**src/logic/procPkg.sv**
```systemverilog
/*
 * Shared definitions for the 16-bit pipelined core.
 * Every RTL block takes sizes, opcodes, the instruction word and run states from here.
 */
package procPkg;

    localparam int dataWidth    = 16;   // Machine word
    localparam int regAddrWidth = 3;    // Eight registers
    localparam int memAddrWidth = 8;    // 256 words per memory

    // WISC-style opcodes, top five bits of the word
    localparam logic [4:0] opHalt = 5'b00000;
    localparam logic [4:0] opNop  = 5'b00001;
    localparam logic [4:0] opJ    = 5'b00100;
    localparam logic [4:0] opAddi = 5'b01000;
    localparam logic [4:0] opBeqz = 5'b01100;
    localparam logic [4:0] opSt   = 5'b10000;
    localparam logic [4:0] opLd   = 5'b10001;
    localparam logic [4:0] opRfmt = 5'b11011;   // ADD/SUB/XOR/ANDN group

    localparam logic [1:0] fnAdd  = 2'b00;
    localparam logic [1:0] fnSub  = 2'b01;   // rs - rt
    localparam logic [1:0] fnXor  = 2'b10;
    localparam logic [1:0] fnAndn = 2'b11;   // rs & ~rt

    localparam logic [dataWidth-1:0] nopWord = {opNop, 11'd0};   // Flush and reset filler

    localparam int timerWidth = 2;
    localparam logic [timerWidth-1:0] pendingCycles = 2'd3;   // Issue to visible write

    typedef struct packed {
        logic [4:0] opcode;
        logic [2:0] rs;
        logic [2:0] rt;
        logic [2:0] rd;
        logic [1:0] funct;
    } rFmtFields;

    typedef struct packed {
        logic [4:0] opcode;
        logic [2:0] rs;
        logic [2:0] rd;      // Destination, or store data source for ST
        logic [4:0] imm5;
    } iFmtFields;

    typedef struct packed {
        logic [4:0] opcode;
        logic [2:0] rs;
        logic [7:0] imm8;
    } bFmtFields;

    typedef struct packed {
        logic [4:0]  opcode;
        logic [10:0] disp11;
    } jFmtFields;

    typedef union packed {
        rFmtFields rFmt;
        iFmtFields iFmt;
        bFmtFields bFmt;
        jFmtFields jFmt;
    } instrWord;   // One fetched word, four views

    typedef enum logic [1:0] {stIdle, stRunning, stHalted, stFault} runState;

endpackage

```
**src/logic/fetchStage.sv**
```systemverilog
/*
 * Fetch: PC, 256-word instruction store and the fetch/decode latch.
 * The store is loaded through the imem port while the core is stopped.
 */
`timescale 1ns/1ps

module fetchStage import procPkg::*; (
    input  logic                    clk,
    input  logic                    rstN,
    input  logic                    run,
    input  logic                    stall,
    input  logic                    redirect,     // Taken branch or jump in decode
    input  logic [memAddrWidth-1:0] target,
    input  logic                    imemWe,
    input  logic [memAddrWidth-1:0] imemAddr,
    input  logic [dataWidth-1:0]    imemData,
    output instrWord                fetchInstr,
    output logic [memAddrWidth-1:0] fetchPc       // PC+1 of fetchInstr
);

    logic [dataWidth-1:0]    instrMem [2**memAddrWidth];
    logic [memAddrWidth-1:0] pc;
    logic                    advance;

    assign advance = run && !stall;   // Stall holds PC and latch

    always_ff @(posedge clk) begin
        if (imemWe && !run) instrMem[imemAddr] <= imemData;   // Program load
    end

    always_ff @(posedge clk) begin
        if (!rstN) begin
            pc         <= '0;
            fetchInstr <= nopWord;
        end else if (advance) begin
            if (redirect) begin
                pc         <= target;
                fetchInstr <= nopWord;                    // Flush the slot behind
            end else begin
                pc         <= pc + 1'b1;                  // Word addressed
                fetchInstr <= instrMem[pc];
            end
        end
    end

    always_ff @(posedge clk) begin
        if (advance && !redirect) fetchPc <= pc + 1'b1;
    end

    // Program loads only happen with the pipeline stopped
    assert property (@(posedge clk) disable iff (!rstN) !(imemWe && run));

endmodule

```
**config.mk**
```make
export PLATFORM = sky130hd
export DESIGN_NAME = fetchStage
export DESIGN_NICKNAME = d
export VERILOG_FILES = /design/src/logic/procPkg.sv /design/src/logic/fetchStage.sv
export SDC_FILE = /design/constraint.sdc
export NUM_CORES = 2
export LEC_CHECK = 0
export ABC_AREA = 1
export BUFFER_PORTS_ARGS = -buffer_cell sky130_fd_sc_hd__buf_2
export CORE_UTILIZATION = 57
export DETAILED_ROUTE_END_ITERATION = 8
export PLACE_DENSITY = 0.73
export SLEW_MARGIN = 20
export SYNTH_ARGS = -nofsm -noshare
export SYNTH_HDL_FRONTEND = slang
export SYNTH_SLANG_ARGS = --single-unit
```
**constraint.sdc**
```tcl
create_clock -name clk -period 4 [get_ports clk]
set_input_delay 0.4 -clock clk [delete_from_list [all_inputs] [get_ports clk]]
set_output_delay 0.4 -clock clk [all_outputs]
set_load 0.1 [all_outputs]
```
==> out/qor.yml <==
critical_path:
  critPathKind: "register to register"
  worstPathRequired_ps: 4850
  reg2regPathDepth: 14
  worstPathArrival_ps: 4730
  startpoint_type: "register"
  worst-path-max-fanout: 77
  crit_path_end_kind: "register"
synthesis:
  synthDominantCellAreaShare_pct: 74.1
  synthTopCellsByArea: "edfxtp_1 (74%), nand3_1 (12%), nand2_1 (9.4%), buf_2 (1.3%), buf_4 (0.82%)"
  syn_area_mm2: 0.166
  synth_seq_area_share_pct: 74.5
  ys_ff_latch: 4136
  synth_warnings: 0
  syn_inst: 13700
  syn_nets: 13700
  synth_largest_area_cell: "edfxtp_1"
  synthDistinctLibCells: 27
  syn_area_per_cell_um2: 12.1
drt:
  ant_nets: 0
  drt_iter0_drc: 17800
  vias_per_cell: 6.26
  firstDrtPassIters: 7
  wire_per_inst_um: 26.7
  drc: 0
  vias: 113000
  wirelength_um: 483000
floorplanning:
  dieArea_mm2: 0.294
  ioPinCount: 62
  initial_core_util_pct: 57.5
  die_w_um: 542
  die_y_um: 542
  core_mm2: 0.289
  fp-row-count: 197
clock_tree:
  ctsResizeCount: 0
  root_buffer: "clkbuf_16"
  clock_path_buffers: 4
  cts-htree-levels: 5
  clk_latency_ps: 990
  cts_sinks: 4136
  cts_buffers: 407
  cts_tree: "done"
  cts.clk_slew.worst_paths_ps: 60
cells_and_area:
  area_growth_pct: 12.2
  n_fill_cell: 20400
  design_area_mm2: 0.187
  drive_above_1_share_pct: 9.34
  most-common-layout-cells: "nand2_1 (4147), edfxtp_1 (4104), nand3_1 (4084)"
  multi_input_area_mm2: 0.0375
  nets: 13900
  layout_commonest_cell: "nand2_1"
  seq_area_mm2: 0.124
worst_hold_path:
  hold-path-cell-count: 1
  hp-class: "input port to register"
timing:
  fmax_mhz: 258
  max_slew_margin_pct: 16.1
  worstMarginPinSlew_ps: 1250
  finalMaxSlewViolations: 0
  clock_skew_ps: 65.6
  fin_crit_sh_pct: 97.0
  fin_ws_ps: 120
  rsz0062_at_grt: "false"
  setup_tns_ps: 0
  setup_viol: 0
  min_period_ps: 3880
  hold_viol_final: 0
place:
  portBuffers: 61
  place_ws_ps: 269
  dp_hpwl_um: 279000
  gp_congestion: 0.920
  dpl-instance-area_mm2: 0.173
grt:
  grt_overflow: 0
  grt_pass1_vias: 108000
  antenna_found_initial: 30
  grt_max_degree: 159
  grt_pass1_wl_um: 708000
  track_usage_pct: 32.6
outcome:
  outcome: "finished clean"
power:
  power_density_mw_per_mm2: 497
  p_total_w: 0.0927
  p_leak_nw: 65.2
  ir_drop_v: 0.000398
job:
  drv_cap: 0
[logic make-up (layout without fill, tap and decap cells)]
| group | after synthesis | in the layout | synth area share, % |
|---|---|---|---|
| simple gates | 8535 | 8535 | 22.3 |
| flops | 4136 | 4136 | 74.5 |
| buf+inv | 986 | 1530 | 3.05 |
| compound gates | 36 | 36 | 0.112 |
| xor+xnor | 6 | 6 | 0.0316 |
| fa+ha+maj | 1 | 1 | 0.00752 |
| other cells | 0 | 9 | 0 |
[cells in the mapped netlist]
cell type	number
a211oi_1	1
a21oi_1	27
a221oi_1	1
buf_1	140
buf_12	1
buf_2	423
buf_4	181
buf_6	17
buf_8	1
clkbuf_1	178
clkinv_1	3
dfxtp_1	32
edfxtp_1	4104
ha_1	1
inv_1	38
inv_2	3
inv_4	1
nand2_1	4159
nand3_1	4084
nand4_1	1
nor2_1	286
nor2_2	1
nor3_1	3
o21ai_0	7
or2_2	1
xnor2_1	3
xor2_1	3
[routing by layer]
metal / part of all wire [%] / wire length, um / track usage [%] / vias up
li1: - / - / - / 49400
met1: 36 / 174000 / 44.6 / 54800
met2: 45 / 219000 / 49.4 / 7998
met3: 13 / 62100 / 7.15 / 1257
met4: 5.9 / 28500 / 17.0 / 18
met5: 0.026 / 126 / 0 / -
[path summary, 6_finish.rpt]
kind | startpoint | to | slack [ps]
worst min register to register | fetchInstr[1]$_SDFFE_PN0P_ | fetchInstr[1]$_SDFFE_PN0P_ | 480
worst max-delay path | register | fetchInstr[5]$_SDFFE_PN0P_ | 120
worst min-delay path | imemData[2] | instrMem[42][2]$_DFFE_PP_ | 20
worst max register to register | register | fetchInstr[5]$_SDFFE_PN0P_ | 120
[state kept, by name, indices dropped and copies added, names as in the netlist, named ones only]
name and cells:
fetchInstr 16, fetchPc 8, instrMem 4096, pc 8
[worst max-delay path, cell delays in order (launching register included)]
cell and delay, ps:
dfxtp_4 450, inv_16 490, buf_12 370, buf_4 350, buf_4 330, nand2_1 90
nand3_1 70, nand3_1 90, nand3_1 110, nand3_1 130, nand3_1 230, nand3_1 270
nand3_1 400, nand3_1 130, a21oi_1 170
[layout make-up]
class | instances | area share, %
timing repair buffer | 739 | 3.74
clock buffer | 506 | 5.71
sequential | 4136 | 66.4
clock inverter | 240 | 1.35
inverter | 45 | 0.115
tap | 3880 | 2.60
antenna | 9 | 0.0121
multi-input combinational | 8578 | 20.1
[metrics by stage]
stage	std cells	hold WS [ps]	util (%)
2_1_floorplan	13700	467	-
3_3_place_gp	17400	455	59.9
3_5_place_dp	17400	458	59.9
4_1_cts	18100	5.19	64.5
5_1_grt	18100	11.4	64.5
6_report	18100	17.8	64.6
[power by group]
group / leakage, nW / internal, W / switching (W)
Sequential: 37.1 / 0.0477 / 0.0000543
Combinational: 21.7 / 0.00164 / 0.00524
Clock: 6.43 / 0.0219 / 0.0162
Total: 65.2 / 0.0712 / 0.0215
[repair_timing]
item	CTS	global route
buffers inserted	0	0
hold buffers	23	0
endpoints found under the hold margin	170	0
Note: power is estimated with default switching activity, not from simulation.
