[src/logic/procPkg.sv]
/*
 * Shared definitions for the 16-bit pipelined core.
 * Every RTL block takes sizes, opcodes, the instruction word and run states from here.
 */
package procPkg;

    localparam int dataWidth    = 16;   // Machine word
    localparam int regAddrWidth = 3;    // Eight registers
    localparam int memAddrWidth = 8;    // 256 words per memory

    // WISC-style opcodes, top five bits of the word
    localparam logic [4:0] opHalt = 5'b00000;
    localparam logic [4:0] opNop  = 5'b00001;
    localparam logic [4:0] opJ    = 5'b00100;
    localparam logic [4:0] opAddi = 5'b01000;
    localparam logic [4:0] opBeqz = 5'b01100;
    localparam logic [4:0] opSt   = 5'b10000;
    localparam logic [4:0] opLd   = 5'b10001;
    localparam logic [4:0] opRfmt = 5'b11011;   // ADD/SUB/XOR/ANDN group

    localparam logic [1:0] fnAdd  = 2'b00;
    localparam logic [1:0] fnSub  = 2'b01;   // rs - rt
    localparam logic [1:0] fnXor  = 2'b10;
    localparam logic [1:0] fnAndn = 2'b11;   // rs & ~rt

    localparam logic [dataWidth-1:0] nopWord = {opNop, 11'd0};   // Flush and reset filler

    localparam int timerWidth = 2;
    localparam logic [timerWidth-1:0] pendingCycles = 2'd3;   // Issue to visible write

    typedef struct packed {
        logic [4:0] opcode;
        logic [2:0] rs;
        logic [2:0] rt;
        logic [2:0] rd;
        logic [1:0] funct;
    } rFmtFields;

    typedef struct packed {
        logic [4:0] opcode;
        logic [2:0] rs;
        logic [2:0] rd;      // Destination, or store data source for ST
        logic [4:0] imm5;
    } iFmtFields;

    typedef struct packed {
        logic [4:0] opcode;
        logic [2:0] rs;
        logic [7:0] imm8;
    } bFmtFields;

    typedef struct packed {
        logic [4:0]  opcode;
        logic [10:0] disp11;
    } jFmtFields;

    typedef union packed {
        rFmtFields rFmt;
        iFmtFields iFmt;
        bFmtFields bFmt;
        jFmtFields jFmt;
    } instrWord;   // One fetched word, four views

    typedef enum logic [1:0] {stIdle, stRunning, stHalted, stFault} runState;

endpackage

[src/logic/executeMemory.sv]
/*
 * Back end of the pipe: ALU, execute/memory latch, 256-word data store,
 * memory/writeback latch and the writeback select toward the register file.
 */
`timescale 1ns/1ps

module executeMemory import procPkg::*; (
    input  logic                    clk,
    input  logic                    rstN,
    input  logic                    run,
    input  logic [4:0]              exOp,
    input  logic [1:0]              exFunct,
    input  logic [dataWidth-1:0]    exA,
    input  logic [dataWidth-1:0]    exB,
    input  logic [dataWidth-1:0]    exImm,
    input  logic [regAddrWidth-1:0] exDest,
    input  logic                    exWrites,
    input  logic                    exHalt,
    output logic                    wbWe,
    output logic [regAddrWidth-1:0] wbAddr,
    output logic [dataWidth-1:0]    wbData,
    output logic                    haltDone
);

    logic [dataWidth-1:0]    dataMem [2**memAddrWidth];
    logic [dataWidth-1:0]    aluOut;
    logic [dataWidth-1:0]    memAlu;       // Result or address
    logic [dataWidth-1:0]    memStData;
    logic [dataWidth-1:0]    memRdData;
    logic [regAddrWidth-1:0] memDest;
    logic                    memStore;
    logic                    memLoad;
    logic                    memWrites;
    logic                    memHalt;
    logic [dataWidth-1:0]    wbAlu;
    logic [dataWidth-1:0]    wbMem;
    logic                    wbLoad;
    logic                    wbHalt;

    always_comb begin
        case (exOp)
            opRfmt: begin
                case (exFunct)
                    fnAdd:  aluOut = exA + exB;
                    fnSub:  aluOut = exA - exB;
                    fnXor:  aluOut = exA ^ exB;
                    fnAndn: aluOut = exA & ~exB;
                endcase
            end
            opAddi, opLd, opSt: aluOut = exA + exImm;   // Also the memory address
            default: aluOut = exA;
        endcase
    end

    // Back end keeps draining once stopped, so older instructions still retire
    always_ff @(posedge clk) begin
        if (!rstN) begin
            memStore  <= 1'b0;
            memLoad   <= 1'b0;
            memWrites <= 1'b0;
            memHalt   <= 1'b0;
            wbWe      <= 1'b0;
            wbHalt    <= 1'b0;
        end else begin
            memStore  <= (exOp == opSt);
            memLoad   <= (exOp == opLd);
            memWrites <= exWrites;
            memHalt   <= exHalt;
            wbWe      <= memWrites;                  // Register 0 is writable
            wbHalt    <= memHalt;
        end
    end

    always_ff @(posedge clk) begin
        memAlu    <= aluOut;
        memStData <= exB;
        memDest   <= exDest;
        wbAlu     <= memAlu;
        wbMem     <= memRdData;
        wbLoad    <= memLoad;
        wbAddr    <= memDest;
    end

    always_ff @(posedge clk) begin
        if (memStore) dataMem[memAlu[memAddrWidth-1:0]] <= memStData;
    end

    assign memRdData = dataMem[memAlu[memAddrWidth-1:0]];   // Asynchronous read
    assign wbData    = wbLoad ? wbMem : wbAlu;
    assign haltDone  = wbHalt && run;                      // All older writes done

endmodule

[config.mk]
export PLATFORM = sky130hd
export DESIGN_NAME = executeMemory
export DESIGN_NICKNAME = d
export VERILOG_FILES = /design/src/logic/procPkg.sv /design/src/logic/executeMemory.sv
export SDC_FILE = /design/constraint.sdc
export NUM_CORES = 2
export LEC_CHECK = 0
export CAP_MARGIN = 25
export CORE_ASPECT_RATIO = 1.5
export CORE_MARGIN = 5
export CORE_UTILIZATION = 55
export CTS_CLUSTER_DIAMETER = 200
export DETAILED_ROUTE_END_ITERATION = 12
export DONT_BUFFER_PORTS = 1
export MAX_ROUTING_LAYER = met4
export PLACE_DENSITY = 0.7
export RECOVER_POWER = 25
export SYNTH_ARGS = -nofsm -noshare
export SYNTH_HDL_FRONTEND = slang
export SYNTH_SLANG_ARGS = --single-unit
[constraint.sdc]
create_clock -name clk -period 5.2 [get_ports clk]
set_clock_uncertainty 0.05 [all_clocks]
set_input_delay 0.26 -clock clk [delete_from_list [all_inputs] [get_ports clk]]
set_output_delay 0.26 -clock clk [all_outputs]
set_load 0.02 [all_outputs]
==> metrics.cfg <==
[synthesis]
syn-num-nets=6922
yosys_warnings=0
ys.flop_type=edfxtp_1
synth-seq-cells=4173
ys_async_sr_fraction_pct=0
synth-edff-count=4096
netlist_instances=6810
seq_area_frac_synth_pct=77.4
syn_area_sq_um=161000
synth.avg_cell_area_sq_um=23.6
yosysUniqueCellTypes=62

[floorplanning]
core-area_sq_um=292000
dieWidth_um=452
initial_core_util_pct=55.2
die_area_sq_um=304000
rows=243
die_y_um=672
num_io_pins=84

[layout]
fin_area_sq_um=182000
regArea_sq_um=125000
fin_nets=7527
drive_gt1_share_pct=32.0
stdcell_count=11500
multi_input_area_sq_um=34800
final_util_pct=62.3
syn2layout_area_growth_pct=12.9
fill_cells=19000
layout_commonest_cell=edfxtp_1
final_cell_mix=edfxtp_1, mux4_2, buf_4

[sta]
finalCriticalPeriod_ns=5.02
worst_pin_slew_ns=4.01
fin_setup_tns_ns=0
finalCritPeriodShare_pct=96.6
fmax_mhz=199
final-setup-viol-count=0
slew_viol_final=1891
final_hold_viol_count=0
slew_headroom_pct=-167
rsz0062_at_grt=no

[clock_network]
cts_root_buffer=clkbuf_16
cts_hold_buf=88
cts_tree=built
post_cts_buffers=0
cts_buffers=363
htreeDepth=5
cts_sinks=4173
cts_resized=0
clk_latency_ns=0.90
clock_path_buffers=4
path_clk_slew_ns=0.07

[worst_setup_path]
endpoint_kind=register
start_kind=register
slowest_stage=dfxtp_4
critPathRequiredTime_ns=5.91
max_stage_delay_ns=1.03
critPathBufInv=2
cp_data_arrival_time_ns=5.73
critPathKind=register to register
crit_fanout=40
crit_family=simple AND/OR/NAND/NOR gates
crit_chain=buf_12, buf_12, mux4_2, mux4_2, a22oi_1, nand4_1, or4_1

[placement]
place_area_sq_um=169000
dp_cells=10800
dp_hpwl_um=251000
port-buffer-count=0
gp_congestion=0.917

[status]
outcome=finished, violations left
violations=max-capacitance violations, max-slew violations

[grt]
overflow=0
grt_pass1_vias=78700
groute.usage.overall_pct=28.7
antenna_found_initial=16
grt_max_degree=257
grt_pass1_wl_um=599000

[detailed_routing]
vias=77500
detail_route.first_pass.iterations=6
drt-total-wl_um=422000
post-route-drc-count=0
vias_per_cell=6.73
drtIter0Drc=10900
drtAntennaViolNets=0
routedWlPerCell_um=36.6

[power]
vdd_ir_drop_max_uv=287
power_w=0.0700
powerDensity_nw_per_um2=385
p_leak_nw=56.7

[hold_path]
min_path_type=input port to register

[job]
maxCapViolCount=21

-- stage by stage --
step           setup slack (ns)  hold slack [ns]
2_1_floorplan             0.916            0.238
3_3_place_gp              0.213            0.238
3_5_place_dp              0.214            0.238
4_1_cts                   0.223           0.0210
5_1_grt                   0.165           0.0811
6_report                  0.177           0.0629
-- power breakdown --
part | internal (W) | leakage (nW) | total, W | switching (W)
registers | 0.0370 | 37.4 | 0.0373 | 0.000269
logic | 0.00224 | 13.4 | 0.00536 | 0.00312
clock network | 0.0154 | 5.81 | 0.0273 | 0.0119
-- sequential cells by signal (all words and copies together), names as in the netlist --
signal,flops
memHalt,1
dataMem,4096
wbLoad,1
wbAddr,3
wbMem,16
wbWe,1
wbHalt,1
memStData,16
memAlu,16
wbAlu,16
memDest,3
memWrites,1
memStore,1
memLoad,1
-- layout make-up --
type	count	area share (%)
diodes	15	0.0207
flip-flops and latches	4173	68.6
repair buffers	611	3.08
inverters	31	0.0640
clock buffers	460	5.38
multi-input cells	2235	19.1
clock inverters	196	1.16
well taps	3797	2.61
-- Yosys cell counts, types with 14 or more instances --
cell type  number  area, sq um
buf_2          93          465
inv_1          31          116
buf_6          24          270
nor2b_1        17          106
mux4_2       1263        28400
ha_1           47          588
xnor2_1        29          254
o21ai_0        43          215
nor3_1         44          220
buf_1          31          116
buf_4          58          435
nand3_1        52          260
mux2_2         23          259
dfxtp_1        77         1540
a22oi_1        62          465
nor2_1        282         1060
nand4_1        14         87.6
clkbuf_1      165          619
edfxtp_1     4096       123000
nand2_1        92          345
a21oi_1        45          225
mux2i_1        42          420
-- final timing paths --
kind | from | cells past startpoint | end | slack [ns]
worst max-delay path | memAlu[0]$_DFF_P_ | 7 | wbMem[15]$_DFF_P_ | 0.18
worst max register to register | memAlu[0]$_DFF_P_ | 7 | wbMem[15]$_DFF_P_ | 0.18
worst min register to register | memDest[1]$_DFF_P_ | 0 | wbAddr[1]$_DFF_P_ | 0.27
worst min-delay path | exFunct[1] | 3 | memAlu[5]$_DFF_P_ | 0.06
-- cells by family after synthesis --
kind of cell / after synthesis / synth area share, %
adder cells (fa/ha/maj): 49 / 0.390
multiplexers: 1328 / 18.1
XOR/XNOR: 33 / 0.180
AND/OR/NAND/NOR: 559 / 1.53
AO/OA/AOI/OAI: 266 / 1.14
buffers and inverters: 402 / 1.26
flip-flops: 4173 / 77.4
-- routing by layer --
layer  track usage [%]  up-vias  wire [um]
li1                  -    30400          -
met4              13.6        0      25900
met3              5.21      982      41600
met2              46.2     4680     211000
met5                 -        -          0
met1              36.0    41400     143000
-- worst min-delay path: stages --
cell and delay (ns):
o211ai_1 0.07, o311ai_0 0.09, dlygate4sd3_1 0.55
(Power assumes the default switching activity.)
