--- src/logic/procPkg.sv ---
/*
 * Shared definitions for the 16-bit pipelined core.
 * Every RTL block takes sizes, opcodes, the instruction word and run states from here.
 */
package procPkg;

    localparam int dataWidth    = 16;   // Machine word
    localparam int regAddrWidth = 3;    // Eight registers
    localparam int memAddrWidth = 8;    // 256 words per memory

    // WISC-style opcodes, top five bits of the word
    localparam logic [4:0] opHalt = 5'b00000;
    localparam logic [4:0] opNop  = 5'b00001;
    localparam logic [4:0] opJ    = 5'b00100;
    localparam logic [4:0] opAddi = 5'b01000;
    localparam logic [4:0] opBeqz = 5'b01100;
    localparam logic [4:0] opSt   = 5'b10000;
    localparam logic [4:0] opLd   = 5'b10001;
    localparam logic [4:0] opRfmt = 5'b11011;   // ADD/SUB/XOR/ANDN group

    localparam logic [1:0] fnAdd  = 2'b00;
    localparam logic [1:0] fnSub  = 2'b01;   // rs - rt
    localparam logic [1:0] fnXor  = 2'b10;
    localparam logic [1:0] fnAndn = 2'b11;   // rs & ~rt

    localparam logic [dataWidth-1:0] nopWord = {opNop, 11'd0};   // Flush and reset filler

    localparam int timerWidth = 2;
    localparam logic [timerWidth-1:0] pendingCycles = 2'd3;   // Issue to visible write

    typedef struct packed {
        logic [4:0] opcode;
        logic [2:0] rs;
        logic [2:0] rt;
        logic [2:0] rd;
        logic [1:0] funct;
    } rFmtFields;

    typedef struct packed {
        logic [4:0] opcode;
        logic [2:0] rs;
        logic [2:0] rd;      // Destination, or store data source for ST
        logic [4:0] imm5;
    } iFmtFields;

    typedef struct packed {
        logic [4:0] opcode;
        logic [2:0] rs;
        logic [7:0] imm8;
    } bFmtFields;

    typedef struct packed {
        logic [4:0]  opcode;
        logic [10:0] disp11;
    } jFmtFields;

    typedef union packed {
        rFmtFields rFmt;
        iFmtFields iFmt;
        bFmtFields bFmt;
        jFmtFields jFmt;
    } instrWord;   // One fetched word, four views

    typedef enum logic [1:0] {stIdle, stRunning, stHalted, stFault} runState;

endpackage

--- src/logic/decodeStage.sv ---
/*
 * Decode: field extraction through the instruction union, register file with
 * write-through and debug read, branch resolution, and the decode/execute latch.
 */
`timescale 1ns/1ps

module decodeStage import procPkg::*; (
    input  logic                    clk,
    input  logic                    rstN,
    input  logic                    run,
    input  logic                    stall,
    input  instrWord                fetchInstr,
    input  logic [memAddrWidth-1:0] fetchPc,
    input  logic                    wbWe,
    input  logic [regAddrWidth-1:0] wbAddr,
    input  logic [dataWidth-1:0]    wbData,
    input  logic [regAddrWidth-1:0] dbgAddr,
    output logic [dataWidth-1:0]    dbgData,
    output logic                    redirect,
    output logic [memAddrWidth-1:0] target,
    output logic [regAddrWidth-1:0] srcA,
    output logic [regAddrWidth-1:0] srcB,
    output logic [1:0]              srcValid,
    output logic                    issue,
    output logic                    issueWrites,
    output logic [regAddrWidth-1:0] issueDest,
    output logic                    illegal,
    output logic [4:0]              exOp,
    output logic [1:0]              exFunct,
    output logic [dataWidth-1:0]    exA,
    output logic [dataWidth-1:0]    exB,
    output logic [dataWidth-1:0]    exImm,
    output logic [regAddrWidth-1:0] exDest,
    output logic                    exWrites,
    output logic                    exHalt
);

    logic [dataWidth-1:0] regs [2**regAddrWidth];
    logic                 haltSeen;   // HALT issued, decode holds
    logic                 active;
    logic                 legal;
    logic [1:0]           srcUse;
    logic [4:0]           op;
    logic [dataWidth-1:0] immExt;
    logic [dataWidth-1:0] valA;
    logic [dataWidth-1:0] valB;

    function automatic logic [dataWidth-1:0] readReg(input logic [regAddrWidth-1:0] idx);
        readReg = (wbWe && wbAddr == idx) ? wbData : regs[idx];   // Write-through
    endfunction

    assign op     = fetchInstr.rFmt.opcode;
    assign srcA   = fetchInstr.rFmt.rs;        // Same bits in every format
    assign active = run && !haltSeen;

    always_comb begin
        legal       = 1'b1;
        issueWrites = 1'b0;
        srcUse      = 2'b00;
        srcB        = fetchInstr.rFmt.rt;
        issueDest   = fetchInstr.iFmt.rd;
        immExt      = {{(dataWidth-5){fetchInstr.iFmt.imm5[4]}}, fetchInstr.iFmt.imm5};
        case (op)
            opAddi, opLd: begin
                issueWrites = 1'b1;
                srcUse      = 2'b01;
            end
            opSt: begin
                srcUse = 2'b11;                                    // Store data sits in rt bits
            end
            opBeqz: begin
                srcUse = 2'b01;
                immExt = {{(dataWidth-8){fetchInstr.bFmt.imm8[7]}}, fetchInstr.bFmt.imm8};
            end
            opJ: immExt = {{(dataWidth-11){fetchInstr.jFmt.disp11[10]}}, fetchInstr.jFmt.disp11};
            opRfmt: begin
                issueWrites = 1'b1;
                srcUse      = 2'b11;
                issueDest   = fetchInstr.rFmt.rd;
            end
            opHalt, opNop: legal = 1'b1;
            default: legal = 1'b0;
        endcase
    end

    assign srcValid = active ? srcUse : 2'b00;
    assign issue    = active && !stall && legal;
    assign illegal  = active && !legal;          // Never issued
    assign valA     = readReg(srcA);
    assign valB     = readReg(srcB);
    assign dbgData  = regs[dbgAddr];

    // Branches resolve here, relative to PC+1
    assign redirect = issue && ((op == opBeqz && valA == '0) || op == opJ);
    assign target   = fetchPc + immExt[memAddrWidth-1:0];

    always_ff @(posedge clk) begin
        if (!rstN) begin
            for (int i = 0; i < 2**regAddrWidth; i++)
                regs[i] <= '0;
        end else if (wbWe) begin
            regs[wbAddr] <= wbData;
        end
    end

    always_ff @(posedge clk) begin
        if (!rstN) haltSeen <= 1'b0;
        else if (issue && op == opHalt) haltSeen <= 1'b1;
    end

    always_ff @(posedge clk) begin
        if (!rstN) begin
            exOp     <= opNop;
            exWrites <= 1'b0;
            exHalt   <= 1'b0;
        end else begin
            exOp     <= issue ? op : opNop;            // Bubble when not issuing
            exWrites <= issue && issueWrites;
            exHalt   <= issue && op == opHalt;
        end
    end

    always_ff @(posedge clk) begin
        exFunct <= fetchInstr.rFmt.funct;
        exA     <= valA;
        exB     <= valB;
        exImm   <= immExt;
        exDest  <= issueDest;
    end

endmodule

--- config.mk ---
export PLATFORM = sky130hd
export DESIGN_NAME = decodeStage
export DESIGN_NICKNAME = d
export VERILOG_FILES = /design/src/logic/procPkg.sv /design/src/logic/decodeStage.sv
export SDC_FILE = /design/constraint.sdc
export NUM_CORES = 1
export LEC_CHECK = 0
export BUFFER_PORTS_ARGS = -buffer_cell sky130_fd_sc_hd__buf_2
export CORE_MARGIN = 2
export CORE_UTILIZATION = 52
export CTS_CLUSTER_DIAMETER = 50
export DETAILED_ROUTE_END_ITERATION = 7
export PLACE_DENSITY = 0.75
export SLEW_MARGIN = 20
export SYNTH_ARGS = -nofsm -noshare
export SYNTH_HDL_FRONTEND = slang
export SYNTH_SLANG_ARGS = --single-unit
--- constraint.sdc ---
create_clock -name clk -period 3.6 [get_ports clk]
set_input_delay 0.72 -clock clk [delete_from_list [all_inputs] [get_ports clk]]
set_output_delay 0.72 -clock clk [all_outputs]
set_load 0.01 [all_outputs]
==> key figures <==
Worst setup path
  • Crit path kind: in -> out
  • CP startpoint kind: primary input
  • Crit-path max FO: 6
  • Crit path cell chain: buf_12 -> buf_12 -> buf_4 -> mux4_2 -> mux2_2 -> mux2_4 -> or4b_4 -> o41ai_2 -> buf_4 -> and3_4 -> buf_6
  • Worst path required time: 2.88 ns
  • Arr. time, crit path: 3.38 ns
  • CP max stage cell: or4b_4
  • Endpoint class of the critical path: output port
  • Crit-path max cell delay: 0.53 ns

Placement
  • Worst slack, placed: -0.5465 ns
  • Port bufs: 149
  • Final HPWL DP: 19370 um
  • GP Congestion: 0.9384
  • DP Cell Count: 1086

Routing
  • Met2 WL: 14870 um
  • WL/cell: 25.52 um
  • Vias per cell: 6.256
  • WL met3: 2528 um
  • DR iter-0 viols: 764
  • Routed length on met1: 10180 um
  • DRC Markers: 0
  • Drt first pass iters: 6
  • Final WL: 28740 um
  • Highest Signal Layer: met4
  • Vias: 7044
  • ANT nets after route: 0

Timing
  • Post-route clock period utilization: 1.140
  • Slew margin rel.: 0.4986
  • Setup-failing EPs final: 1
  • Fmax: 243.6 MHz
  • Hold Vio Cnt, Final: 0
  • RSZ-0062 raised after global routing: yes
  • Setup TNS: -0.5043 ns
  • Worst-Margin Slew: 0.7521 ns
  • Final min period: 4.104 ns
  • Final number of max-transition violations: 0
  • Final worst slack: -0.5043 ns
  • Fin Clk Skew: 0.01012 ns

Final layout
  • Area Overhead vs Synth: 21.52%
  • Layout cell share with drive strength beyond 1: 0.4540
  • # fillers: 1348
  • Fin nets: 939
  • Antenna diode count: 0
  • Fin cells: 1126

Status
  • Failing checks: setup timing
  • Run status: finished, violations left

Logic synthesis
  • Simple-Gate Fraction of Synth Area: 0.1203
  • Mapped Cells: 688
  • Area fraction in compound gates after synthesis: 0.02990
  • Post-synthesis net count: 747
  • Post-Synth XOR/XNOR Area: 0.01236
  • Post-Syn Area: 0.009918 mm2
  • Post-synthesis sequential area ratio: 0.4965
  • #FFs+latches synth: 182
  • Syn. warnings: 0
  • Adder-cell share of the synthesized area: 0.01085
  • Mean Syn Cell Area: 14.42 um2
  • Largest family of logic cells by synthesized area: multiplexers
  • Synth cell types: 40
  • Mux cell area share after synthesis: 0.2919

Power
  • Cell Pwr Density: 443.4 mW/mm2
  • Pleak: 4.788 nW
  • Worst VDD drop: 0.3043 mV

CTS
  • Clock insertion delay at the later pin of the skew report: 0.44 ns
  • CTS root buf: clkbuf_16
  • Buffer levels on the longest clock path: 2
  • Reg clk slew, reported paths: 0.06 ns
  • Hold-fix buffers, CTS: 0
  • TritonCTS clock tree: built
  • Cts bufs inserted: 17
  • Clk sink count: 182
  • H-tree depth: 4

GRT
  • GRT Total Usage: 0.2902
  • Vias in the first global route: 7198
  • GR Overflow Total: 0
  • Largest net degree at the start of global routing: 36
  • Initial antenna violation count: 0
  • First-pass GRT wire length: 42350 um

Floorplan
  • Die X: 142.1 um
  • Num ports: 150
  • Core area: 0.01871 mm2
  • Total die area: 0.02019 mm2
  • Die Ht: 142.1 um
  • Initial Util: 0.5302
  • Site Rows: 50

Job
  • Max-cap viol count: 0

Hold path
  • Min-Delay Path Class: in -> reg
critical path, delay by kind of cell:
family	cells	cell delay, ns
multiplexers	3	1.06
AND/OR/NAND/NOR	2	0.70
buffers and inverters	5	0.60
AO/OA/AOI/OAI	1	0.29
report_power, final:
| part | leakage [nW] | switching (mW) | total [mW] | internal [mW] |
|---|---|---|---|---|
| clock network | 0.264 | 0.788 | 1.82 | 1.03 |
| registers | 1.68 | 0.0968 | 2.50 | 2.41 |
| logic | 2.84 | 0.491 | 1.02 | 0.531 |
metrics by stage:
| step | hold WS [ns] | total power [mW] | cell area (um2) | utilization |
|---|---|---|---|---|
| after floorplan | 0.4332 | 3.088 | 9918 | - |
| after global placement | 0.4487 | 3.475 | 11290 | 0.6037 |
| after detailed placement | 0.4598 | 3.512 | 11290 | 0.6037 |
| after CTS | 0.3899 | 5.335 | 12050 | 0.6439 |
| after global routing | 0.3889 | 5.498 | 12050 | 0.6443 |
| final | 0.3989 | 5.345 | 12050 | 0.6443 |
final timing paths:
path | start | to | slack [ns] | cells after the start
max reg2reg | regs[3][7]$_SDFFCE_PN0P_ | exA[7]$_DFF_P_ | 1.85 | 4
min | fetchInstr[0] | exImm[0]$_DFF_P_ | 0.40 | 1
max | fetchInstr[8] | redirect | -0.50 | 11
min reg2reg | haltSeen$_SDFFE_PN0P_ | haltSeen$_SDFFE_PN0P_ | 0.48 | 1
routing by layer:
metal  vias to the layer above  global-route usage
li1                       2994                   -
met1                      3505              0.3431
met2                       455              0.5050
met3                        90             0.06225
met4                         0              0.1421
met5                         -                   0
kinds of logic (layout without fill, tap and decap cells):
group | after synthesis | in the layout
multiplexers | 159 | 159
AO/OA/AOI/OAI | 49 | 49
flip-flops | 182 | 182
XOR/XNOR | 14 | 14
adder cells (fa/ha/maj) | 8 | 8
buffers and inverters | 67 | 271
AND/OR/NAND/NOR | 209 | 209
repair_timing:
| item | CTS | global route |
|---|---|---|
| pin swaps | 4 | 3 |
| endpoints found under the hold margin | 0 | 0 |
| resized for setup | 18 | 14 |
| buffers inserted | 7 | 0 |
| setup endpoints to repair | 1 | 1 |
| cloned | 2 | 0 |
layout by cell type (no fill, tap or decap), types with 4 or more instances in the layout:
cell	count
nor2_1	27
a21oi_1	28
buf_12	11
inv_1	6
nand2_1	14
dfxtp_1	54
buf_2	147
mux2_4	7
buf_6	5
o21ai_1	6
ha_1	7
and3_1	6
and2_1	132
xnor2_1	13
buf_4	67
nor3_1	4
clkbuf_16	17
mux4_2	92
nand2b_1	11
mux2i_1	19
mux4_1	4
mux2_2	36
edfxtp_1	128
clkbuf_1	4
synth_stat cells (all sizes together):
library cell | instances | area (um2)
and2 | 132 | 825.8
edfxtp | 128 | 3844
mux4 | 96 | 2207
dfxtp | 54 | 1081
mux2 | 43 | 488.0
clkbuf | 33 | 143.9
nor2 | 30 | 112.6
a21oi | 28 | 140.1
buf | 28 | 211.5
mux2i | 20 | 200.2
nand2 | 14 | 52.55
xnor2 | 13 | 113.9
nand2b | 11 | 68.82
o21ai | 8 | 40.04
and3 | 7 | 43.79
ha | 7 | 87.58
inv | 6 | 22.52
nor3 | 4 | 20.02
a2111o | 3 | 33.78
nand3 | 3 | 15.01
a21o | 2 | 15.01
nand4 | 2 | 12.51
o21a | 2 | 15.01
o21bai | 2 | 15.01
or2 | 2 | 12.51
or3 | 2 | 12.51
a211oi | 1 | 7.510
a32o | 1 | 10.01
a41o | 1 | 11.26
fa | 1 | 20.02
nand3b | 1 | 7.510
o41ai | 1 | 8.760
or4b | 1 | 10.01
xor2 | 1 | 8.760
flip-flops by register name, summed over array words and instances (netlist names):
| signal | count |
|---|---|
| regs | 128 |
| exA | 16 |
| exB | 16 |
| exImm | 11 |
| exOp | 5 |
| exDest | 3 |
| exHalt | 1 |
| exWrites | 1 |
| haltSeen | 1 |
cell type report:
| type | count | area (um2) | share of cell area |
|---|---|---|---|
| inverters | 6 | 22.52 | 0.001869 |
| clock buffers | 22 | 454.2 | 0.03768 |
| flip-flops and latches | 182 | 4925 | 0.4086 |
| well taps | 234 | 292.8 | 0.02429 |
| multi-input cells | 439 | 4636 | 0.3846 |
| clock inverters | 9 | 105.1 | 0.008720 |
| repair buffers | 234 | 1618 | 0.1342 |
Power figures use the tool's default switching activity.
