### src/logic/procPkg.sv
/*
 * Shared definitions for the 16-bit pipelined core.
 * Every RTL block takes sizes, opcodes, the instruction word and run states from here.
 */
package procPkg;

    localparam int dataWidth    = 16;   // Machine word
    localparam int regAddrWidth = 3;    // Eight registers
    localparam int memAddrWidth = 8;    // 256 words per memory

    // WISC-style opcodes, top five bits of the word
    localparam logic [4:0] opHalt = 5'b00000;
    localparam logic [4:0] opNop  = 5'b00001;
    localparam logic [4:0] opJ    = 5'b00100;
    localparam logic [4:0] opAddi = 5'b01000;
    localparam logic [4:0] opBeqz = 5'b01100;
    localparam logic [4:0] opSt   = 5'b10000;
    localparam logic [4:0] opLd   = 5'b10001;
    localparam logic [4:0] opRfmt = 5'b11011;   // ADD/SUB/XOR/ANDN group

    localparam logic [1:0] fnAdd  = 2'b00;
    localparam logic [1:0] fnSub  = 2'b01;   // rs - rt
    localparam logic [1:0] fnXor  = 2'b10;
    localparam logic [1:0] fnAndn = 2'b11;   // rs & ~rt

    localparam logic [dataWidth-1:0] nopWord = {opNop, 11'd0};   // Flush and reset filler

    localparam int timerWidth = 2;
    localparam logic [timerWidth-1:0] pendingCycles = 2'd3;   // Issue to visible write

    typedef struct packed {
        logic [4:0] opcode;
        logic [2:0] rs;
        logic [2:0] rt;
        logic [2:0] rd;
        logic [1:0] funct;
    } rFmtFields;

    typedef struct packed {
        logic [4:0] opcode;
        logic [2:0] rs;
        logic [2:0] rd;      // Destination, or store data source for ST
        logic [4:0] imm5;
    } iFmtFields;

    typedef struct packed {
        logic [4:0] opcode;
        logic [2:0] rs;
        logic [7:0] imm8;
    } bFmtFields;

    typedef struct packed {
        logic [4:0]  opcode;
        logic [10:0] disp11;
    } jFmtFields;

    typedef union packed {
        rFmtFields rFmt;
        iFmtFields iFmt;
        bFmtFields bFmt;
        jFmtFields jFmt;
    } instrWord;   // One fetched word, four views

    typedef enum logic [1:0] {stIdle, stRunning, stHalted, stFault} runState;

endpackage

### src/logic/hazardTimer.sv
/*
 * Pending-write tracking per register. Decode reports the sources it needs;
 * stall stays high while any of them still has a write in flight.
 */
`timescale 1ns/1ps

module hazardTimer import procPkg::*; (
    input  logic                    clk,
    input  logic                    rstN,
    input  logic                    run,
    input  logic [regAddrWidth-1:0] srcA,
    input  logic [regAddrWidth-1:0] srcB,
    input  logic [1:0]              srcValid,   // Bit 0 for srcA, bit 1 for srcB
    input  logic                    issue,
    input  logic                    issueWrites,
    input  logic [regAddrWidth-1:0] issueDest,
    output logic                    stall
);

    logic [timerWidth-1:0] timer [2**regAddrWidth];   // Cycles left per register
    logic [timerWidth:0]   stallRun;                  // Consecutive stalled cycles

    always_ff @(posedge clk) begin
        if (!rstN) begin
            for (int i = 0; i < 2**regAddrWidth; i++)
                timer[i] <= '0;
        end else if (run) begin
            for (int i = 0; i < 2**regAddrWidth; i++) begin
                if (issue && issueWrites && issueDest == regAddrWidth'(i))
                    timer[i] <= pendingCycles;           // New write in flight
                else if (timer[i] != '0)
                    timer[i] <= timer[i] - 1'b1;
            end
        end
    end

    assign stall = (srcValid[0] && timer[srcA] != '0) ||
                   (srcValid[1] && timer[srcB] != '0);

    always_ff @(posedge clk) begin
        if (!rstN) stallRun <= '0;
        else if (run) stallRun <= stall ? stallRun + 1'b1 : '0;
    end

    // A stalled instruction waits out one timer at most
    assert property (@(posedge clk) disable iff (!rstN) stallRun <= {1'b0, pendingCycles});

endmodule

### config.mk
export PLATFORM = sky130hd
export DESIGN_NAME = hazardTimer
export DESIGN_NICKNAME = d
export VERILOG_FILES = /design/src/logic/procPkg.sv /design/src/logic/hazardTimer.sv
export SDC_FILE = /design/constraint.sdc
export NUM_CORES = 1
export LEC_CHECK = 0
export ABC_AREA = 1
export BUFFER_PORTS_ARGS = -buffer_cell sky130_fd_sc_hd__buf_2
export CAP_MARGIN = 20
export CELL_PAD_IN_SITES_DETAIL_PLACEMENT = 1
export CELL_PAD_IN_SITES_GLOBAL_PLACEMENT = 1
export CORE_MARGIN = 3
export CORE_UTILIZATION = 25
export CTS_CLUSTER_DIAMETER = 200
export DETAILED_ROUTE_END_ITERATION = 8
export PLACE_DENSITY_LB_ADDON = 0.08
export SLEW_MARGIN = 20
export SYNTH_ARGS = -nofsm -noshare
export SYNTH_HDL_FRONTEND = slang
export SYNTH_SLANG_ARGS = --single-unit
### constraint.sdc
create_clock -name clk -period 1.6 [get_ports clk]
set_clock_uncertainty 0.2 [all_clocks]
set_input_delay 0.08 -clock clk [delete_from_list [all_inputs] [get_ports clk]]
set_output_delay 0.08 -clock clk [all_outputs]
set_load 0.03 [all_outputs]
==> reports/metrics.cfg, run 1 <==
[detailed_routing]
vias = 1036
wl_per_cell_um = 12.6
via_per_inst = 4.71
first_pass_iters = 4
ant_nets = 0
drc = 0
routed_wl_um = 2770
drtIter0Drc = 10

[synthesis]
synth_top_area_cell = edfxtp_1
ys_top_cells_by_area = edfxtp_1 (44%), nand2_1 (12%), nand3_1 (11%)
syn_nets = 169
ys_ff_latch = 16
ys_warn_count = 0
yosysTopAreaCellShare = 0.437
synthCells = 145
seq_area_frac_synth = 0.437
yosysUniqueCellTypes = 12
synth_area_sq_mm = 0.00110
synth.avg_cell_area_sq_um = 7.58

[floorplanning]
die_h_um = 72.3
rows = 23
die_area_sq_mm = 0.00523
die_w_um = 72.3
coreArea_sq_mm = 0.00412
io_pins = 17
initial_utilization = 0.267

[cts]
cts_tree = yes
cts_sinks = 16
htree_levels = 1
cts_buffer_depth = 2
numCtsBuffers = 3
cts_root_buf = clkbuf_8
clkSlewWorstSetupHoldPaths_ns = 0.06
clk_latency_ns = 0.25

[finish]
stdcell_count = 220
reg.largest.list = timer (16)
area_delta_synth_final_pct = 27.5
drive_above_1_share = 0.235
diodes = 0
n_fill_cell = 508
final_core_util = 0.341
largest_reg_flops = 16
top_register = timer
final_nets = 195

[timing]
min_period_ns = 1.62
max_freq_ghz = 0.618
setup_tns_ns = -0.0517
rsz0062_at_grt = yes
fin_crit_sh = 1.01
slew_viol_final = 0
relSlewSlack = 0.716
hold_ws_ns = 0.0117
setup_violations = 3
tightest_slew_ns = 0.423
hold_violations = 0
fin_ws_ns = -0.0187

[min_path]
holdCritPathClass = primary input to register

[power_and_ir_drop]
power_w = 0.00111
vdd_drop_max_uv = 426
p_leak_nw = 0.654
power_density_mw_per_mm2 = 795

[placement]
dpl.hpwl_um = 2320
place_inst = 210
gp_congestion = 0.720
io_buffers = 16

[global_routing]
gr-usage-met2 = 0.204
overflow = 0
grt_antenna_before_repair = 0
globalRoute.busiestLayer = met2
grt_pass1_wl_um = 4660
grt_pass1_vias = 1027
grt_usage = 0.116
grt_max_degree = 10
grt_use_met1 = 0.142
grt_use_met3 = 0.0291

[run]
cap_violations = 0

[worst_setup_path]
worstPathMaxFanout = 2
worstPathRequired_ns = 1.32
critPathArrivalTime_ns = 1.34
startpoint_type = register
critPathCaptureType = output pin
critPathKind = register to output pin

[status]
status = finished, violations left
violations = setup timing

metal layers:
metal / vias up / share of wire
met5: - / 0
met4: 0 / 0.0069
met3: 2 / 0.031
met2: 10 / 0.50
met1: 491 / 0.46
li1: 533 / -
cell families after synthesis:
| kind of cell | count (synthesis) | synth area share |
|---|---|---|
| simple gates | 74 | 0.291 |
| buf+inv | 30 | 0.104 |
| compound gates | 17 | 0.0774 |
| flops | 16 | 0.437 |
| fa+ha+maj | 8 | 0.0910 |
repair_timing:
action | in CTS | in global routing
setup buffers | 2 | 4
hold buffers | 0 | 0
setup endpoints to repair | 3 | 7
gates resized for setup | 9 | 13
pin swaps | 2 | 17
cloned | 0 | 0
where the power goes:
part | switching, W | leakage, nW | total, W | internal [W]
sequential | 0.0000262 | 0.167 | 0.000535 | 0.000509
clock | 0.000137 | 0.0231 | 0.000307 | 0.000170
combinational | 0.000159 | 0.463 | 0.000273 | 0.000114
Yosys cell counts:
master,n
a21oi_1,14
buf_2,1
edfxtp_1,16
ha_1,8
inv_1,28
inv_2,1
nand2_1,34
nand3_1,25
nand3b_1,1
nor2_1,8
nor3_1,6
o21ai_0,3
layout make-up:
type	instances	area [sq um]	area share
multi-input combinational	99	574	0.409
sequential	16	480	0.343
timing repair buffer	22	131	0.0937
inverter	29	109	0.0776
tap	50	62.6	0.0446
clock buffer	3	41.3	0.0294
clock inverter	1	3.75	0.00268
worst max-delay path, stage by stage, from the launching register on:
cell,delay (ns)
edfxtp_1,0.43
nor2_4,0.15
nand2_1,0.06
nand3_1,0.08
nand3_1,0.08
nand3_1,0.10
nand2_2,0.05
buf_6,0.13
through the flow:
stage	worst slack, ns	cell area, sq um
6_report	-0.0187	1400
5_1_grt	-0.119	1400
4_1_cts	-0.0527	1330
3_5_place_dp	0.00500	1240
3_3_place_gp	0.0913	1240
2_1_floorplan	0.133	1100
path summary, 6_finish.rpt:
kind	slack [ns]	cells past startpoint	end	start
worst min register to register	0.37	1	timer[4][0]	timer[4][0]
worst min-delay path	0.01	2	timer[1][1]	rstN
worst max-delay path	-0.02	7	stall	timer[5][1]
worst max register to register	-0.02	6	timer[7][0]	timer[7][0]
placed cells by master, fill, tap and decap left out:
cell / n
a21oi_1: 14
buf_2: 15
buf_4: 6
buf_6: 1
clkbuf_8: 3
clkinv_1: 1
edfxtp_1: 16
ha_1: 8
inv_1: 26
inv_2: 3
nand2_1: 31
nand2_2: 3
nand3_1: 22
nand3_2: 3
nand3b_1: 1
nor2_1: 4
nor2_4: 4
nor3_1: 4
nor3_2: 1
nor3_4: 1
o21ai_0: 2
o21ai_1: 1
Note: power is estimated with default switching activity, not from simulation.
==> inputs of run 2 (changes only) <==
- CELL_PAD_IN_SITES_DETAIL_PLACEMENT: 1 -> default
- CELL_PAD_IN_SITES_GLOBAL_PLACEMENT: 1 -> default
==> reports/metrics.cfg, run 2 (same netlist as run 1, synthesis figures left out) <==
[worst_setup_path]
reg2reg_to = timer[3][1]
reg2reg_slack_ns = 0.05  ; +0.07 ns
startpoint_type = register
critPathArrivalTime_ns = 1.36  ; +0.02 ns
critPathCaptureType = output pin
r2r-start = timer[3][0]
reg2reg_depth = 7  ; +1
crit_path_end = stall
worstPathRequired_ns = 1.32  ; about the same
startpoint = timer[5][0]
worstPathMaxFanout = 3  ; +1
critPathKind = register to output pin

[detailed_routing]
drtIter0Drc = 41  ; +31
via_per_inst = 4.67  ; -0.93%
ant_nets = 0  ; unchanged
drc = 0  ; unchanged
wl_per_cell_um = 12.3  ; -2.3%
routed_wl_um = 2720  ; -1.8%
first_pass_iters = 4  ; unchanged
vias = 1031  ; -0.48%

[floorplanning]
coreArea_sq_mm = 0.00412  ; unchanged
initial_utilization = 0.267  ; unchanged
die_w_um = 72.3  ; unchanged
die_area_sq_mm = 0.00523  ; unchanged
rows = 23  ; unchanged
die_h_um = 72.3  ; unchanged
io_pins = 17  ; unchanged

[finish]
final_nets = 196  ; +0.51%
layout_common_cells = nand2_1 (30), inv_1 (28), nand3_1 (22), edfxtp_1 (16), buf_2 (15)
n_fill_cell = 442  ; -13%
largest_reg_flops = 16  ; unchanged
reg.largest.list = timer (16)
top_register = timer
diodes = 0  ; unchanged
area_delta_synth_final_pct = 27.6  ; about the same
stdcell_area_sq_mm = 0.00140  ; about the same
drive_above_1_share = 0.240  ; +0.00447
layout_commonest_cell = nand2_1

[timing]
max_freq_ghz = 0.610  ; -1.3%
fin_crit_sh = 1.02  ; +0.0130
hold_violations = 0  ; unchanged
tightest_slew_ns = 0.408  ; -0.0151 ns
slew_viol_final = 0  ; unchanged
rsz0062_at_grt = yes
relSlewSlack = 0.726  ; +0.0102
hold_ws_ns = 0.0204  ; +0.00868 ns
fin_ws_ns = -0.0395  ; -0.0208 ns
min_period_ns = 1.64  ; +0.0208 ns
setup_violations = 1  ; -2

[power_and_ir_drop]
combPwrFrac = 0.237  ; -0.008
p_leak_nw = 0.655  ; +0.24%
internal_power_w = 0.000791  ; -0.24%
power_w = 0.00112  ; +0.90%
p_sw_w = 0.000334  ; +3.7%
seqPwrFrac = 0.475  ; -0.005
switching_share = 0.297  ; +0.00803
power_density_mw_per_mm2 = 801  ; +0.81%
vdd_drop_max_uv = 412  ; -3.5%
pwr-share-clk = 0.288  ; +0.013

[cts]
cts_sinks = 16  ; unchanged
cts_root_buf = clkbuf_8
numCtsBuffers = 3  ; unchanged
cts_tree = yes
cts_buffer_depth = 2  ; unchanged
clk_latency_ns = 0.25  ; about the same
htree_levels = 1  ; unchanged
clkSlewWorstSetupHoldPaths_ns = 0.07  ; about the same
ctsHoldBuffers = 0  ; unchanged

[placement]
dpl.hpwl_um = 2210  ; -4.8%
io_buffers = 16  ; unchanged
gp_congestion = 0.750  ; +4.2%
placed_cell_area_sq_mm = 0.00124  ; +0.61%

[global_routing]
grt_pass1_vias = 1062  ; +3.4%
grt_antenna_before_repair = 0  ; unchanged
grt_pass1_wl_um = 4590  ; -1.5%
globalRoute.busiestLayer = met2
grt_max_degree = 10  ; unchanged
gr-usage-met2 = 0.188  ; -0.0162
grt_use_met3 = 0.0332  ; +0.00416
overflow = 0  ; unchanged
grt_use_met1 = 0.142  ; unchanged
grt_usage = 0.114  ; -0.00202

[status]
status = finished, violations left
violations = setup timing

[min_path]
holdCritPathClass = primary input to register

[run]
cap_violations = 0  ; unchanged

==> run 2: timing repair <==
action | CTS | global route
setup endpoints to repair | 1 | 6
buffers inserted | 3 | 3
gates resized for setup | 6 | 13
pin swaps | 2 | 12
==> run 2: per-layer routing <==
metal,vias up,wire (um)
met4,0,38
li1,531,-
met1,479,1240
met5,-,0
met2,17,1290
met3,4,142
==> run 2: power groups by stage <==
stage	Sequential [W]	Clock [W]	Combinational (W)
6_report	0.000534	0.000324	0.000267
4_1_cts	0.000528	0.000330	0.000244
3_5_place_dp	0.000535	0	0.000226
2_1_floorplan	0.000530	0	0.000154
3_3_place_gp	0.000533	0	0.000223
5_1_grt	0.000537	0.000357	0.000314
==> run 2: worst min path at each step <==
stage                     start          end  cells after the start
after CTS                   run  timer[7][0]                      3
after floorplan             run  timer[6][0]                      2
after global routing        run  timer[7][1]                      3
final                       run  timer[7][0]                      3
after detailed placement    run  timer[7][0]                      3
after global placement      run  timer[7][0]                      3
==> run 2: final cells by class <==
class | count | area (sq um) | area share
clock buffers | 3 | 41.3 | 0.0294
clock inverters | 1 | 3.75 | 0.00267
inverters | 29 | 109 | 0.0775
multi-input cells | 99 | 568 | 0.405
flip-flops and latches | 16 | 480 | 0.342
well taps | 50 | 62.6 | 0.0446
repair buffers | 23 | 139 | 0.0989
==> run 2: worst max-delay path: stages, from the launching register on <==
cell      delay [ns]
edfxtp_1        0.42
nor2_2          0.19
nand2_1         0.07
nand3_1         0.08
nand3_1         0.07
nand3_1         0.08
nand2_2         0.06
buf_6           0.13
==> run 2: through the flow <==
step / util / worst slack, ns / setup TNS, ns / instances
floorplan: - / 0.133 / 0 / 145
global placement: 0.303 / 0.0790 / 0 / 211
detailed placement: 0.303 / 0.0234 / 0 / 211
CTS: 0.323 / -0.0505 / -0.0505 / 218
global route: 0.341 / -0.130 / -0.265 / 221
finish: 0.341 / -0.0395 / -0.0395 / 221
